==> src/verilog/tpu_consts.svh <==
/* Sizing macros for the lane cluster. Include this wherever a width, a lane
   count or a register depth is needed */
`ifndef TPU_CONSTS_SVH
`define TPU_CONSTS_SVH

//////////////////////////////////////////////////////////////////////
// Cluster geometry
//////////////////////////////////////////////////////////////////////

// Sixteen lanes, tied to the 4-bit rotation offset
`define LANE_COUNT	16

// Lane index and rotation offset width
`define LANE_IDX_W	4

//////////////////////////////////////////////////////////////////////
// Lane datapath
//////////////////////////////////////////////////////////////////////

// Lane word
`define DATA_WIDTH	32

// Registers per lane and their index width
`define REG_DEPTH	8
`define REG_IDX_W	3

`endif

==> src/verilog/pkg_tpu.sv <==
/* Types shared by the lane cluster RTL: lane words, lane buses, opcodes,
   path selects and the broadcast instruction */
`include "tpu_consts.svh"

package pkg_tpu;

	//////////////////////////////////////////////////////////////////////
	// Data and buses
	//////////////////////////////////////////////////////////////////////

	typedef logic [`DATA_WIDTH-1:0]	data_t;			// One lane word
	typedef data_t [`LANE_COUNT-1:0]	lane_t;			// One word per lane
	typedef logic [`REG_IDX_W-1:0]	reg_idx_t;		// Register index

	//////////////////////////////////////////////////////////////////////
	// Instruction
	//////////////////////////////////////////////////////////////////////

	typedef enum logic [1:0] {
		OP_ADD	= 2'd0,
		OP_SUB	= 2'd1,
		OP_MAD	= 2'd2,								// Low word of a*b+c
		OP_AND	= 2'd3								// Also used to load scalars
	} op_e;

	// Bit 4 picks the lane path, low bits are offset or local choice
	typedef struct packed {
		logic						lane;			// Rotated lane bus
		logic [`LANE_IDX_W-1:0]		ofs;			// Offset, [1:0] local source
	} path_t;

	typedef struct packed {
		op_e						op;
		reg_idx_t					src1;
		reg_idx_t					src2;
		reg_idx_t					src3;
		reg_idx_t					dst;
		path_t						sel_path;		// Operand path
		path_t						sel_path_wb;	// Write-back path
		data_t						scalar;			// Broadcast scalar
		logic [`LANE_COUNT-1:0]		lane_mask;		// Write-back enable per lane
	} issue_t;

endpackage

==> src/verilog/issue_stage.sv <==
/* Issue latch in front of the lanes. Each strobe is held and broadcast to
   every lane together with a one-cycle request */
`timescale 1ns/1ns

module issue_stage (
	input	logic				clock,
	input	logic				rst_n,
	input	logic				issue_valid,	// One-cycle strobe
	input	pkg_tpu::issue_t	instr,			// Instruction to broadcast
	output	logic				req,			// One cycle per instruction
	output	pkg_tpu::issue_t	cur				// Held for the lanes
);

	//////////////////////////////////////////////////////////////////////
	// Request flag
	//////////////////////////////////////////////////////////////////////

	always_ff @(posedge clock or negedge rst_n) begin
		if (!rst_n) begin
			req <= 1'b0;
		end else begin
			req <= issue_valid;						// Lanes work the cycle after the strobe
		end
	end

	//////////////////////////////////////////////////////////////////////
	// Instruction register
	//////////////////////////////////////////////////////////////////////

	// Held between strobes so the lanes see a stable instruction
	always_ff @(posedge clock) begin
		if (issue_valid) begin
			cur <= instr;
		end
	end

	// A strobed instruction carries no unknown bits into the lanes
	a_instr_known: assert property (@(posedge clock) disable iff (!rst_n)
		issue_valid |-> !$isunknown(instr))
		else $error("issue_stage: strobe with unknown instruction bits");

endmodule

==> config.mk <==
export PLATFORM = sky130hd
export DESIGN_NAME = issue_stage
export DESIGN_NICKNAME = d
export VERILOG_FILES = /design/src/verilog/pkg_tpu.sv /design/src/verilog/issue_stage.sv
export VERILOG_INCLUDE_DIRS = /design/src /design/src/verilog
export SDC_FILE = /design/constraint.sdc
export NUM_CORES = 1
export LEC_CHECK = 0
export CAP_MARGIN = 25
export CORE_ASPECT_RATIO = 0.5
export CORE_MARGIN = 2
export CORE_UTILIZATION = 39
export CTS_CLUSTER_DIAMETER = 50
export DETAILED_ROUTE_END_ITERATION = 10
export DONT_BUFFER_PORTS = 1
export GPL_ROUTABILITY_DRIVEN = 0
export SLEW_MARGIN = 20
export SYNTH_ARGS = -nofsm -noshare
export SYNTH_HDL_FRONTEND = slang
export SYNTH_SLANG_ARGS = --single-unit
export TNS_END_PERCENT = 5
==> constraint.sdc <==
create_clock -name clock -period 0.8 [get_ports clock]
set_input_delay 0.12 -clock clock [delete_from_list [all_inputs] [get_ports clock]]
set_output_delay 0.12 -clock clock [all_outputs]
set_load 0.005 [all_outputs]
## Word-level counts from Yosys, hierarchy flattened

Cells that the tools add are included.

| word-level totals | value |
|---|---|
| bits in read-only memories | 0 |
| output and inout port bits | 73 |
| input bits | 75 |
| memories kept | 0 |
| register bits | 73 |
| word-level logic and storage cells | 12 |
| latch bits | 0 |
| RAM bits | 0 |

| cells by class | value |
|---|---|
| equality and inequality tests | 0 |
| bitwise gates (word level) | 0 |
| add/sub/neg operators | 0 |
| order comparisons | 0 |
| shifts and indexed selects | 0 |
| reduce and logical (&&, ||, !) cells | 0 |
| mux-type cells | 0 |
| divide/modulo/power cells | 0 |
| multipliers | 0 |

## Depth between registers and ports, before layout

| logic depth | value |
|---|---|
| word-level depth | 0 |
| depth in mapped cells | 0 |
| gate-level depth less buffers | 0 |

## Worst setup path after synthesis

Ideal clock, no wire load.

| timing path | value |
|---|---|
| path kind | register to output |
| from | register cur[0] (netlist bit) |
| to | output cur[0] (netlist bit) |
| arrival time | 355 ps |
| cell stages (with the launch flop) | 1 |
| buffers on the path | 0 |
| required time | 680 ps |
| path slack | 325 ps |
| path through | edfxtp_1 |

RTL lines:

| what | RTL line | text |
|---|---|---|
| from (decl) | issue_stage.sv:11 | `output pkg_tpu::issue_t cur` |
| from (signal assigned) | issue_stage.sv:33 | `cur <= instr;` |

No word-level cell between the ends.

## Final worst setup path

| timing path | value |
|---|---|
| from | register cur[1] (netlist bit) |
| to | output cur[1] (netlist bit) |

No word-level cell between the ends.

==> qor.txt <==
Final nets: 233
PostCTS Resize Cnt: 0
Post-Synth Adder-Cell Area: 0%
Commonest non-fill, non-tap cell in the layout: dlygate4sd3_1
Post-synth top area share: 98.9%
CP Capture Type: output port
Max Slew Vio Count: 0
Vias in the first global route: 1107
Hold Crit Class: in2reg
Fillers: 374
Antenna violations before repair: 0
Num CTS Buffers: 9
Violated checks: negative hold slack, negative setup slack
Setup CP Type: reg2out
CTS tree: yes
PnR worst setup slack: -0.0990 ns
Outcome: finished, violations left
Ys Warns: 0
Worst Tran Pin Value: 0.159 ns
Largest net degree at the start of global routing: 74
Most frequent cells in the layout: dlygate4sd3_1, edfxtp_1, clkbuf_8
Worst EP required: 0.68 ns
Tot Pwr: 7.68 mW
Simple-gate area share of the yosys netlist: 0%
Syn Nets: 148
Critical path arrival: 0.78 ns
All-Layer GR Usage: 18.6%
PortBufs: 0
Die area: 0.00626 mm^2
Final core occ: 58.7%
TNS Setup: -4.10 ns
Max-slew headroom: 89.4%
Part of the cycle the worst path needs: 112%
Number of distinct library cells after synthesis: 2
Avg Synthesized Cell Area: 30.0 um^2
Core ar.: 0.00544 mm^2
Setup violators final: 73
Max Cap Viol: 0
Routed wire per std cell: 24.0 um
Cell area after synthesis: 0.00219 mm^2
Post-Synth XOR/XNOR Area: 0%
Hold Slack: -0.176 ns
Setup bufs post-CTS: 0
Die width: 110 um
Die height: 57.0 um
Area of the multi-input gates: 0 um^2
Diode count: 0
VDD IR max: 0.842 mV
Post-CTS Hold Fix Bufs: 74
Max Clk Rate: 1.11 GHz
Proportion of synthesized area in mux cells: 0%
Critical-path maximum fanout: 1
Final ANT Viol Nets: 0
Multi-input gates: 0
RSZ-0062 raised after global routing: true
Post-Syn Instances: 73
Row Count: 19
Initial Utilization: 40.2%
GR Overflow Total: 0
Via/cell ratio: 4.73
First-pass GRT wire length: 7750 um
Top post-synthesis cells by area: edfxtp_1, dfrtp_1
Post-synthesis compound-gate area fraction: 0%
# clock sinks: 73
# DRC: 0
Drt pass-1 iters: 4
Cell taking the most area after synthesis: edfxtp_1
Via count: 1116
Register area share after synthesis: 100%
Io pins: 148
Ratio of cells with drive above 1 in the final layout: 7.36%
CTS clock-pin slew for the worst setup and hold paths: 0.06 ns
Power Density: 2400 mW/mm^2
Starting DRT DRC Count: 105
Min Tclk post-route: 0.899 ns
H-Tree Depth: 3
Setup crit start kind: register
Pleak: 1.12 nW
Clock Tree Buf Depth: 2
CTS Root Buffer Type: clkbuf_8
Total Routed Length: 5670 um
Hold Vio Cnt, Final: 73
Area Overhead vs Synth: 46.2%
Synthesis-stage register bit count: 73
-- registers in the layout, summed over array words and instances (netlist names) --
name / count
cur: 72
req: 1
-- area by class of cell --
cell class,instances,area [um^2],share of cell area (%)
repair buffers,74,741,23.2
flip-flops and latches,73,2190,68.4
clock buffers,12,135,4.23
clock inverters,4,43.8,1.37
well taps,73,91.3,2.86
-- synthesized netlist by cell type (all sizes together) --
library cell   n
dfrtp          1
edfxtp        72
-- final timing paths --
path                       depth (start not counted)      to  slack (ns)         from
setup / recovery                                   0  cur[1]        -0.1       cur[1]
hold / removal                                     0     req       -0.18  issue_valid
max in group asynchronous                          2     req        0.17        rst_n
min in group asynchronous                          2     req        0.53        rst_n
-- layer usage --
layer  part of all wire (%)  global-route usage [%]  routed length (um)
met1                     40                    23.5                2260
met4                    1.7                    7.78                  94
met3                    4.1                    5.03                 233
met2                     54                    30.8                3080
met5                      0                       0                   0
-- report_power, final --
| group | total [mW] | internal, mW | switching [mW] | leakage [nW] |
|---|---|---|---|---|
| clock network | 2.63 | 1.42 | 1.20 | 0.0918 |
| logic | 0.313 | 0.241 | 0.0717 | 0.309 |
| registers | 4.74 | 4.55 | 0.189 | 0.716 |
| total | 7.68 | 6.21 | 1.46 | 1.12 |
-- through the flow --
step                      instance area (um^2)  hold WS, ns  worst slack, ns  cells
after floorplan                           2190       -0.176            0.325     73
after CTS                                 3200       -0.193           -0.102    236
after detailed placement                  2280       -0.176            0.259    146
after global placement                    2280       -0.176            0.266    146
final                                     3200       -0.176          -0.0990    236
after global routing                      3200       -0.198           -0.143    236
-- cell families after synthesis --
logic type  after synthesis
DFF                      73
-- what timing repair did --
action / CTS / global route
gates cloned: 0 / 0
pin swaps: 0 / 0
endpoints found under the hold margin: 146 / 73
endpoints found under the setup margin: 73 / 73
Power figures use the tool's default switching activity.
