==> src/verilog/tpu_consts.svh <==
/* Sizing macros for the lane cluster. Include this wherever a width, a lane
   count or a register depth is needed */
`ifndef TPU_CONSTS_SVH
`define TPU_CONSTS_SVH

//////////////////////////////////////////////////////////////////////
// Cluster geometry
//////////////////////////////////////////////////////////////////////

// Sixteen lanes, tied to the 4-bit rotation offset
`define LANE_COUNT	16

// Lane index and rotation offset width
`define LANE_IDX_W	4

//////////////////////////////////////////////////////////////////////
// Lane datapath
//////////////////////////////////////////////////////////////////////

// Lane word
`define DATA_WIDTH	32

// Registers per lane and their index width
`define REG_DEPTH	8
`define REG_IDX_W	3

`endif

==> src/verilog/pkg_tpu.sv <==
/* Types shared by the lane cluster RTL: lane words, lane buses, opcodes,
   path selects and the broadcast instruction */
`include "tpu_consts.svh"

package pkg_tpu;

	//////////////////////////////////////////////////////////////////////
	// Data and buses
	//////////////////////////////////////////////////////////////////////

	typedef logic [`DATA_WIDTH-1:0]	data_t;			// One lane word
	typedef data_t [`LANE_COUNT-1:0]	lane_t;			// One word per lane
	typedef logic [`REG_IDX_W-1:0]	reg_idx_t;		// Register index

	//////////////////////////////////////////////////////////////////////
	// Instruction
	//////////////////////////////////////////////////////////////////////

	typedef enum logic [1:0] {
		OP_ADD	= 2'd0,
		OP_SUB	= 2'd1,
		OP_MAD	= 2'd2,								// Low word of a*b+c
		OP_AND	= 2'd3								// Also used to load scalars
	} op_e;

	// Bit 4 picks the lane path, low bits are offset or local choice
	typedef struct packed {
		logic						lane;			// Rotated lane bus
		logic [`LANE_IDX_W-1:0]		ofs;			// Offset, [1:0] local source
	} path_t;

	typedef struct packed {
		op_e						op;
		reg_idx_t					src1;
		reg_idx_t					src2;
		reg_idx_t					src3;
		reg_idx_t					dst;
		path_t						sel_path;		// Operand path
		path_t						sel_path_wb;	// Write-back path
		data_t						scalar;			// Broadcast scalar
		logic [`LANE_COUNT-1:0]		lane_mask;		// Write-back enable per lane
	} issue_t;

endpackage

==> src/verilog/result_collector.sv <==
/* Drain of the lane cluster. Registers the lane write-back words and their
   sum, and pulses result_valid once per instruction */
`timescale 1ns/1ns
`include "tpu_consts.svh"

module result_collector (
	input	logic					clock,
	input	logic					rst_n,
	input	logic [`LANE_COUNT-1:0]	wb_en,			// Lanes in write-back
	input	pkg_tpu::lane_t			wb_words,		// Masked lanes are zero
	output	logic					result_valid,	// One-cycle pulse
	output	pkg_tpu::lane_t			result,
	output	pkg_tpu::data_t			result_sum		// Wraps at 32 bits
);
	import pkg_tpu::*;

	data_t		sum_next;
	logic		wb_active;

	assign wb_active = |wb_en;

	// Reduction over all lanes
	always_comb begin
		sum_next = '0;
		for (int i = 0; i < `LANE_COUNT; i++) begin
			sum_next = sum_next + wb_words[i];
		end
	end

	//////////////////////////////////////////////////////////////////////
	// Output registers
	//////////////////////////////////////////////////////////////////////

	always_ff @(posedge clock or negedge rst_n) begin
		if (!rst_n) begin
			result_valid <= 1'b0;
		end else begin
			result_valid <= wb_active;
		end
	end

	always_ff @(posedge clock) begin
		if (wb_active) begin
			result	   <= wb_words;					// Held until the next result
			result_sum <= sum_next;
		end
	end

	// All lanes run in lockstep, so they reach write-back together
	a_lanes_lockstep: assert property (@(posedge clock) disable iff (!rst_n)
		wb_active |-> (wb_en == '1))
		else $error("result_collector: lanes out of step");

endmodule

==> config.mk <==
export PLATFORM = sky130hd
export DESIGN_NAME = result_collector
export DESIGN_NICKNAME = d
export VERILOG_FILES = /design/src/verilog/pkg_tpu.sv /design/src/verilog/result_collector.sv
export VERILOG_INCLUDE_DIRS = /design/src /design/src/verilog
export SDC_FILE = /design/constraint.sdc
export NUM_CORES = 1
export LEC_CHECK = 0
export BUFFER_PORTS_ARGS = -buffer_cell sky130_fd_sc_hd__buf_2
export CELL_PAD_IN_SITES_DETAIL_PLACEMENT = 1
export CELL_PAD_IN_SITES_GLOBAL_PLACEMENT = 1
export CORE_AREA = 5 5 411 413
export CTS_CLUSTER_DIAMETER = 80
export DETAILED_ROUTE_END_ITERATION = 10
export DIE_AREA = 0 0 416 418
export GPL_ROUTABILITY_DRIVEN = 0
export PLACE_DENSITY = 0.41
export SYNTH_ARGS = -nofsm -noshare
export SYNTH_HDL_FRONTEND = slang
export SYNTH_SLANG_ARGS = --single-unit
export TNS_END_PERCENT = 100
==> constraint.sdc <==
create_clock -name clock -period 0.8 [get_ports clock]
set_input_delay 0.16 -clock clock [delete_from_list [all_inputs] [get_ports clock]]
set_output_delay 0.16 -clock clock [all_outputs]
set_load 0.1 [all_outputs]
Word-level counts from Yosys, hierarchy flattened --
Index checks and enable logic that the tools add are counted.
Cells by class: add/sub/neg operators 15, reduce and logical (&&, ||, !) cells 1
Operators with widths (count):
- $add A32 B32 Y32 | 15
- $reduce_or A16 Y1 | 1
Storage, ports and cells: bits in registers 545, input port bits 530, output and inout bits 545, word-level logic and storage cells 34

Logic depth before layout (Yosys ltp) --
Gate-level depths: netlist (run 1).
depth after elaboration 15, depth in mapped cells 23

Least setup slack after synthesis (run 1) --
Ideal clock, no wire load.
path kind input to register, from input port wb_en[1], to register result[0] (netlist name) (enable), setup time 6.315 ns, data arrival time 15.223 ns, required time -5.515 ns, path slack -20.738 ns, stages on the path 2, path buffers 0, cells stage by stage nor4_1 > nand4_1
Between the ends: longest elaborated chain between the ends 1
Ends and longest elaborated chain:
- start, declared | line result_collector.sv:9 | input logic [`LANE_COUNT-1:0] wb_en,
- $reduce_or A16 Y1 | line result_collector.sv:20 | assign wb_active = |wb_en;
- named net wb_active | line result_collector.sv:18 | logic wb_active;
- end signal, assigned | line result_collector.sv:44 | result <= wb_words;
- end, declared | line result_collector.sv:12 | output pkg_tpu::lane_t result,
The timed path passes the listed nets, and every way through them passes these cells. A chain may end at the register's enable or synchronous reset.

Worst setup path in the final report (run 1) --
from input port wb_words[354] (netlist name), to register result_sum[22] (data pin)
Between the ends: longest elaborated chain between the ends 5
Ends and longest elaborated chain:
- start, declared | line result_collector.sv:10 | input pkg_tpu::lane_t wb_words,
- $add A32 B32 Y32 (5 in series) | line result_collector.sv:26 | sum_next = sum_next + wb_words[i];
- named net sum_next[22] | line result_collector.sv:17 | data_t sum_next;
- end signal, assigned | line result_collector.sv:45 | result_sum <= sum_next;
- end, declared | line result_collector.sv:13 | output pkg_tpu::data_t result_sum
The timed path passes the listed nets, and every way through them passes these cells.

==> flow_summary_export.csv, run 1 <==
group,metric,value,unit
power_and_ir_drop,power_density,4740,mW/mm^2
power_and_ir_drop,power.switching,120,mW
power_and_ir_drop,swShare,43.5,%
worst_hold_path,min_path_type,"in2reg",
run_status,status,"finished with violations",
critical_path,endpoint_kind,"flop",
sta,max_freq,0.188,GHz
route,ant_nets,0,
die,start_util,17.7,%
power_and_ir_drop,pwr-share-comb,72.9,%
die,die_y,418,um
power_and_ir_drop,power_frac_seq,14.3,%
synthesis,ys_seq_elements,545,
finish,drive_gt1_share,41.8,%
sta,period_minus_slack,5310,ps
placement,io_buffers,1074,
die,die_w,416,um
run,drv_cap,0,
sta,slew_headroom,70.4,%
clock_tree,numCtsBuffers,80,
clock_tree,cts.sinks,545,
power_and_ir_drop,p_leak,26.2,nW
finish,fin_area,0.0580,mm^2
sta,finalHoldViolations,0,
synthesis,synth_cells,1847,
critical_path,required,1320,ps
synthesis,synthFlopType,"edfxtp_1",
die,dieArea,0.174,mm^2
synthesis,synth-async-reset-ratio,0.183,%
power_and_ir_drop,power_frac_clock,12.9,%
placement,place_area,0.0477,mm^2
run_status,violations,"setup timing",
synthesis,syn_nets,2837,
critical_path,critPathArrivalTime,5830,ps
synthesis,netlist_area,0.0291,mm^2
synthesis,synthTopCellsByArea,"edfxtp_1 56%, fa_1 29%, inv_1 8.5%, ha_1 1.6%, xnor2_1 1.2%",
route,drcViolationCount,0,
finish,post-route-util,35.3,%
die,core-area,0.164,mm^2
critical_path,worstSetupStartpointType,"input port",
placement,dp_hpwl,109000,um
die,row_count,149,
critical_path,worstPathMaxFanout,4,
critical_path,crit_path_start,"wb_words[354]",
power_and_ir_drop,ir_drop,5.23,mV
finish,final_nets,4844,
route,initialDrtViolationCount,619,
global_route,grt_pass1_wl,187000,um
sta,rsz0062_at_grt,"true",
clock_tree,clockBufferDepth,3,
route,post_drt_wl_per_cell,22.3,um
sta,finalCritPeriodShare,663,%
sta,drv_slew,0,
sta,finalSetupViolations,1122,
route,drt_wl_total,137000,um
synthesis,avgSynthCellArea,15.7,um^2
global_route,antenna_found_initial,55,
synthesis,synth.largest_area_cell,"edfxtp_1",
route,num_vias,21800,
global_route,grt_use_total,15.1,%
clock_tree,clockRootBuffer,"clkbuf_16",
sta,tightestPinTransition,441,ps
clock_tree,clk_pin_slew,60,ps
power_and_ir_drop,p_int,155,mW
route,viasPerCell,3.56,
synthesis,yosysUniqueCellTypes,51,
clock_tree,cts_tree,"built",
die,pin_count,1075,
finish,synthToLayoutAreaGrowth,99.3,%
global_route,first_global_vias,25600,
critical_path,worstSetupPathType,"in2reg",
sta,worst_slack,-4510,ps
synthesis,ys_seq_area_share,56.3,%
synthesis,yosys_warnings,0,
global_route,overflow,0,
clock_tree,htreeDepth,3,
synthesis,synth_edf_count,544,
synthesis,synth_top_area_share,56.2,%
global_route,grt_max_degree,50,
critical_path,crit_end,"result_sum[22]",
route,dr.pass1.iters,4,
cells by family (layout without fill, tap and decap cells):
| group | after synthesis | count (layout) | share of synthesized area [%] |
|---|---|---|---|
| fa+ha+maj | 460 | 460 | 30.7 |
| compound gates | 75 | 75 | 1.93 |
| simple gates | 54 | 54 | 0.994 |
| buf+inv | 660 | 2729 | 8.53 |
| other cells | 0 | 25 | 0 |
| xor+xnor | 53 | 53 | 1.60 |
| flops | 545 | 545 | 56.3 |
cells in the final DEF, fill, tap and decap left out, types with 9 or more instances in the layout:
cell type      Yosys  layout
ha_1              37      20
ha_4               0      17
clkinv_2           0      10
nand2_1           15      14
xor2_1            13      10
diode_2            0      25
fa_1             423     409
xnor2_1           40      34
dlygate4sd3_1      0     514
buf_16             0      27
clkbuf_1           1      15
fa_2               0      14
buf_12             0     574
nor2_1            10       9
buf_4              0     213
buf_6              0      32
inv_2              0      18
clkinv_1           0      13
inv_1            657     638
a21o_1            11      11
a21oi_2            1      11
edfxtp_1         544     544
clkbuf_16          0     108
buf_8              0      21
buf_2              2     520
worst max-delay path: stages:
cell and delay [ps]:
buf_8 100, fa_1 540, inv_2 50, fa_1 530, inv_1 50, fa_1 520, inv_2 40, fa_1 480
fa_1 530, fa_2 550, inv_2 40, ha_4 160, inv_2 50, fa_2 230, nor2b_4 50, o31a_1 320
a2111oi_4 260, o21a_2 290, o21a_4 230, o21ai_4 80, a2111oi_2 380, a311o_1 170
layout make-up:
cell class	instances	area, um^2
Antenna cell	25	62.6
Sequential cell	545	16400
Multi-Input combinational cell	642	10800
Clock inverter	46	449
Inverter	657	2470
Timing Repair Buffer	1928	22900
Clock buffer	98	2110
Fill cell	17300	106000
Tap cell	2189	2740
through the flow:
stage	total power [mW]	setup WS (ps)	std cells	TNS, ps	hold slack (ps)
after floorplan	151	-20740	1847	-	-136
after global placement	216	-5630	5357	-717130	-64.8
after detailed placement	217	-5670	5357	-716520	-61.0
after CTS	273	-4430	6065	-667570	113
after global routing	286	-4630	6117	-690790	141
final	275	-4510	6130	-661350	216
cell usage after synthesis (3+ instances only):
cell type and n:
xor2_1 13, o21ai_0 11, a21o_1 11, a21oi_1 18, xnor2_1 40, fa_1 423, nor2_1 10, nor3_1 4
nand2b_1 3, o21a_1 4, o311ai_1 3, edfxtp_1 544, inv_1 657, nand2_1 15, a211oi_1 3, and3_1 4
nor4_1 5, ha_1 37
how the worst min path moves through the flow:
stage                         to  cells past startpoint           from  slack, ps
floorplan           result_valid                      0          rst_n       -140
global placement    result_valid                      1          rst_n        -60
detailed placement  result_valid                      1          rst_n        -60
CTS                   result[19]                      2   wb_words[19]        110
global route         result[466]                      2  wb_words[466]        140
finish               result[179]                      2  wb_words[179]        220
power by group through the flow:
stage	combinational, mW	sequential (mW)	clock [mW]
floorplan	95.2	55.6	0
global placement	177	39.4	0
detailed placement	177	39.4	0
CTS	197	38.9	36.9
global route	209	38.9	37.9
finish	200	39.2	35.3
state kept, by name, summed over array words and instances (netlist names):
signal	count
result	512
result_valid	1
result_sum	32
routing by layer:
metal  up-vias  GRT usage [%]  part of all wire, %
met1     11000           14.2                   32
met4        34           5.64                  4.0
met3       226           6.15                  8.2
met5         -              0                 0.16
met2       721           29.3                   56
li1       9797              -                    -
timing repair:
item | in CTS | in global routing
buffers inserted | 31 | 16
setup endpoints to repair | 1122 | 1122
hold buffers | 514 | 0
gates cloned | 21 | 37
gates resized for setup | 118 | 98
hold endpoints to repair | 515 | 0
pin swaps | 45 | 40
(Power assumes the default switching activity.)
==> inputs of run 2 (changes only) <==
Settings changed: CTS_BUF_LIST set to sky130_fd_sc_hd__clkbuf_16, SKIP_LAST_GASP set to 1.
==> run 2 against run 1 <==
Compared with the run above:
- the run still ends with setup timing left
- non-clock buffer count is 5 higher
- critical path depth stayed put
- count of clock-buffer cells in the layout is 17 lower
- cell count hardly changed
- power is 0.64% lower
- global-route usage hardly changed
- wire length is 0.24% higher
- clock power is 1% lower
- sequential power hardly changed
- combinational power hardly changed
==> flow_summary_export.csv, run 2 (synthesis results as in run 1) <==
group,metric,value,unit
placement,io_buffers,1074,
power_and_ir_drop,power_density,4710,mW/mm^2
critical_path,path_buf_inv,6,
finish,final_nets,4849,
sta,tightestPinTransition,441,ps
route,initialDrtViolationCount,665,
placement,place_area,0.0477,mm^2
finish,layout_commonest_cell,"inv_1",
sta,max_freq,0.189,GHz
critical_path,worstSetupStartpointType,"input port",
clock_tree,htreeDepth,3,
clock_tree,cts.sinks,545,
critical_path,critical-path-max-stage-delay,540,ps
finish,fin_area,0.0580,mm^2
sta,finalSetupViolations,1122,
die,pin_count,1075,
clock_tree,cts_tree,"built",
global_route,antenna_found_initial,56,
sta,slew_headroom,70.4,%
die,dieArea,0.174,mm^2
route,drt_wl_total,137000,um
route,viasPerCell,3.56,
clock_tree,clockRootBuffer,"clkbuf_16",
route,dr.pass1.iters,4,
sta,holdWs,218,ps
worst_hold_path,min_from,"wb_words[179]",
finish,regMostFlops,"result",
worst_hold_path,min_path_type,"in2reg",
critical_path,worstSetupPathType,"in2reg",
finish,synthToLayoutAreaGrowth,99.4,%
global_route,grt_max_degree,50,
run,drv_cap,0,
route,post_drt_wl_per_cell,22.4,um
finish,reg_top3,"result x512, result_sum x32, result_valid x1",
finish,post-route-util,35.3,%
critical_path,worstPathMaxFanout,4,
finish,mostFrequentLayoutCells,"655 x inv_1, 578 x buf_12, 544 x edfxtp_1",
worst_hold_path,hold_path_depth,2,
placement,dp_hpwl,109000,um
route,ant_nets,0,
route,num_vias,21800,
critical_path,critPathArrivalTime,5800,ps
sta,rsz0062_at_grt,"true",
route,drcViolationCount,0,
clock_tree,clk_pin_slew,60,ps
die,die_w,416,um
power_and_ir_drop,ir_drop,5.23,mV
worst_hold_path,hold_end,"result[179]",
global_route,first_global_vias,25600,
sta,drv_slew,0,
critical_path,cp_top_family,"adder cells",
critical_path,critPathSlowestCell,"fa_1",
finish,drive_gt1_share,41.7,%
die,start_util,17.7,%
sta,period_minus_slack,5280,ps
global_route,grt_pass1_wl,187000,um
critical_path,cp_common_cell,"fa_1",
clock_tree,clockBufferDepth,3,
critical_path,crit_path_cell_trace,"buf_8 -> fa_1 -> inv_2 -> fa_1 -> inv_1 -> fa_1 -> inv_2 -> fa_1 -> fa_1 -> fa_2 -> inv_2 -> ha_4 -> inv_2 -> fa_2 -> nor2b_4 -> o31a_1 -> a2111oi_4 -> o21a_2 -> o21a_4 -> o21ai_4 -> a2111oi_2 -> a311o_1",
critical_path,required,1320,ps
sta,finalCritPeriodShare,660,%
critical_path,crit_path_start,"wb_words[354]",
die,core-area,0.164,mm^2
finish,largest_register_ffs,512,
die,die_y,418,um
power_and_ir_drop,p_leak,26.3,nW
die,row_count,149,
run_status,status,"finished with violations",
power_and_ir_drop,power,273,mW
finish,num-fill-cells,17300,
sta,worst_slack,-4480,ps
clock_tree,numCtsBuffers,80,
global_route,overflow,0,
run_status,violations,"setup timing",
critical_path,endpoint_kind,"flop",
global_route,grt_use_total,15.2,%
sta,finalHoldViolations,0,
## run 2: cell count changes in the layout (fill, tap and decap cells not counted), sizes merged
cell,delta
diode,+1
clkbuf,-16
inv,+15
clkinv,+2
buf,+4
## run 2: worst max path at each step
stage                                end  depth (start not counted)
after floorplan                result[0]                          2
after global placement    result_sum[31]                         22
after detailed placement  result_sum[31]                         22
after CTS                 result_sum[31]                         21
after global routing      result_sum[21]                         22
final                     result_sum[22]                         22
## run 2: metrics by stage
stage,instances,setup slack [ps],TNS (ps)
6_report,6136,-4480,-668280
5_1_grt,6124,-4630,-698110
4_1_cts,6067,-4430,-673700
3_5_place_dp,5357,-5670,-716520
3_3_place_gp,5357,-5630,-717130
2_1_floorplan,1847,-20740,-
## run 2: routing by layer
metal	GRT usage, %	vias to the layer above	share of wire (%)
met5	0	-	0.17
met4	5.77	34	4.1
met3	6.18	238	8.4
met2	29.2	738	56
met1	14.2	11000	32
li1	-	9808	-
## run 2: where the power goes
| group | switching, mW | internal, mW |
|---|---|---|
| combinational | 103 | 96.4 |
| sequential | 1.92 | 37.2 |
| clock | 14.5 | 20.4 |
## run 2: timing repair
item | CTS | global route
endpoints found under the hold margin | 515 | 0
gates cloned | 21 | 39
hold buffers | 514 | 0
pin swaps | 44 | 39
endpoints found under the setup margin | 1122 | 1122
resized for setup | 113 | 101
setup buffers | 33 | 20
## run 2: final cells by class
class	count	area (um^2)	area share [%]
multi-input combinational	642	10800	18.7
timing repair buffer	1933	23000	39.7
inverter	657	2470	4.26
tap	2189	2740	4.72
clock buffer	81	2030	3.50
antenna	26	65.1	0.112
clock inverter	63	513	0.885
sequential	545	16400	28.2
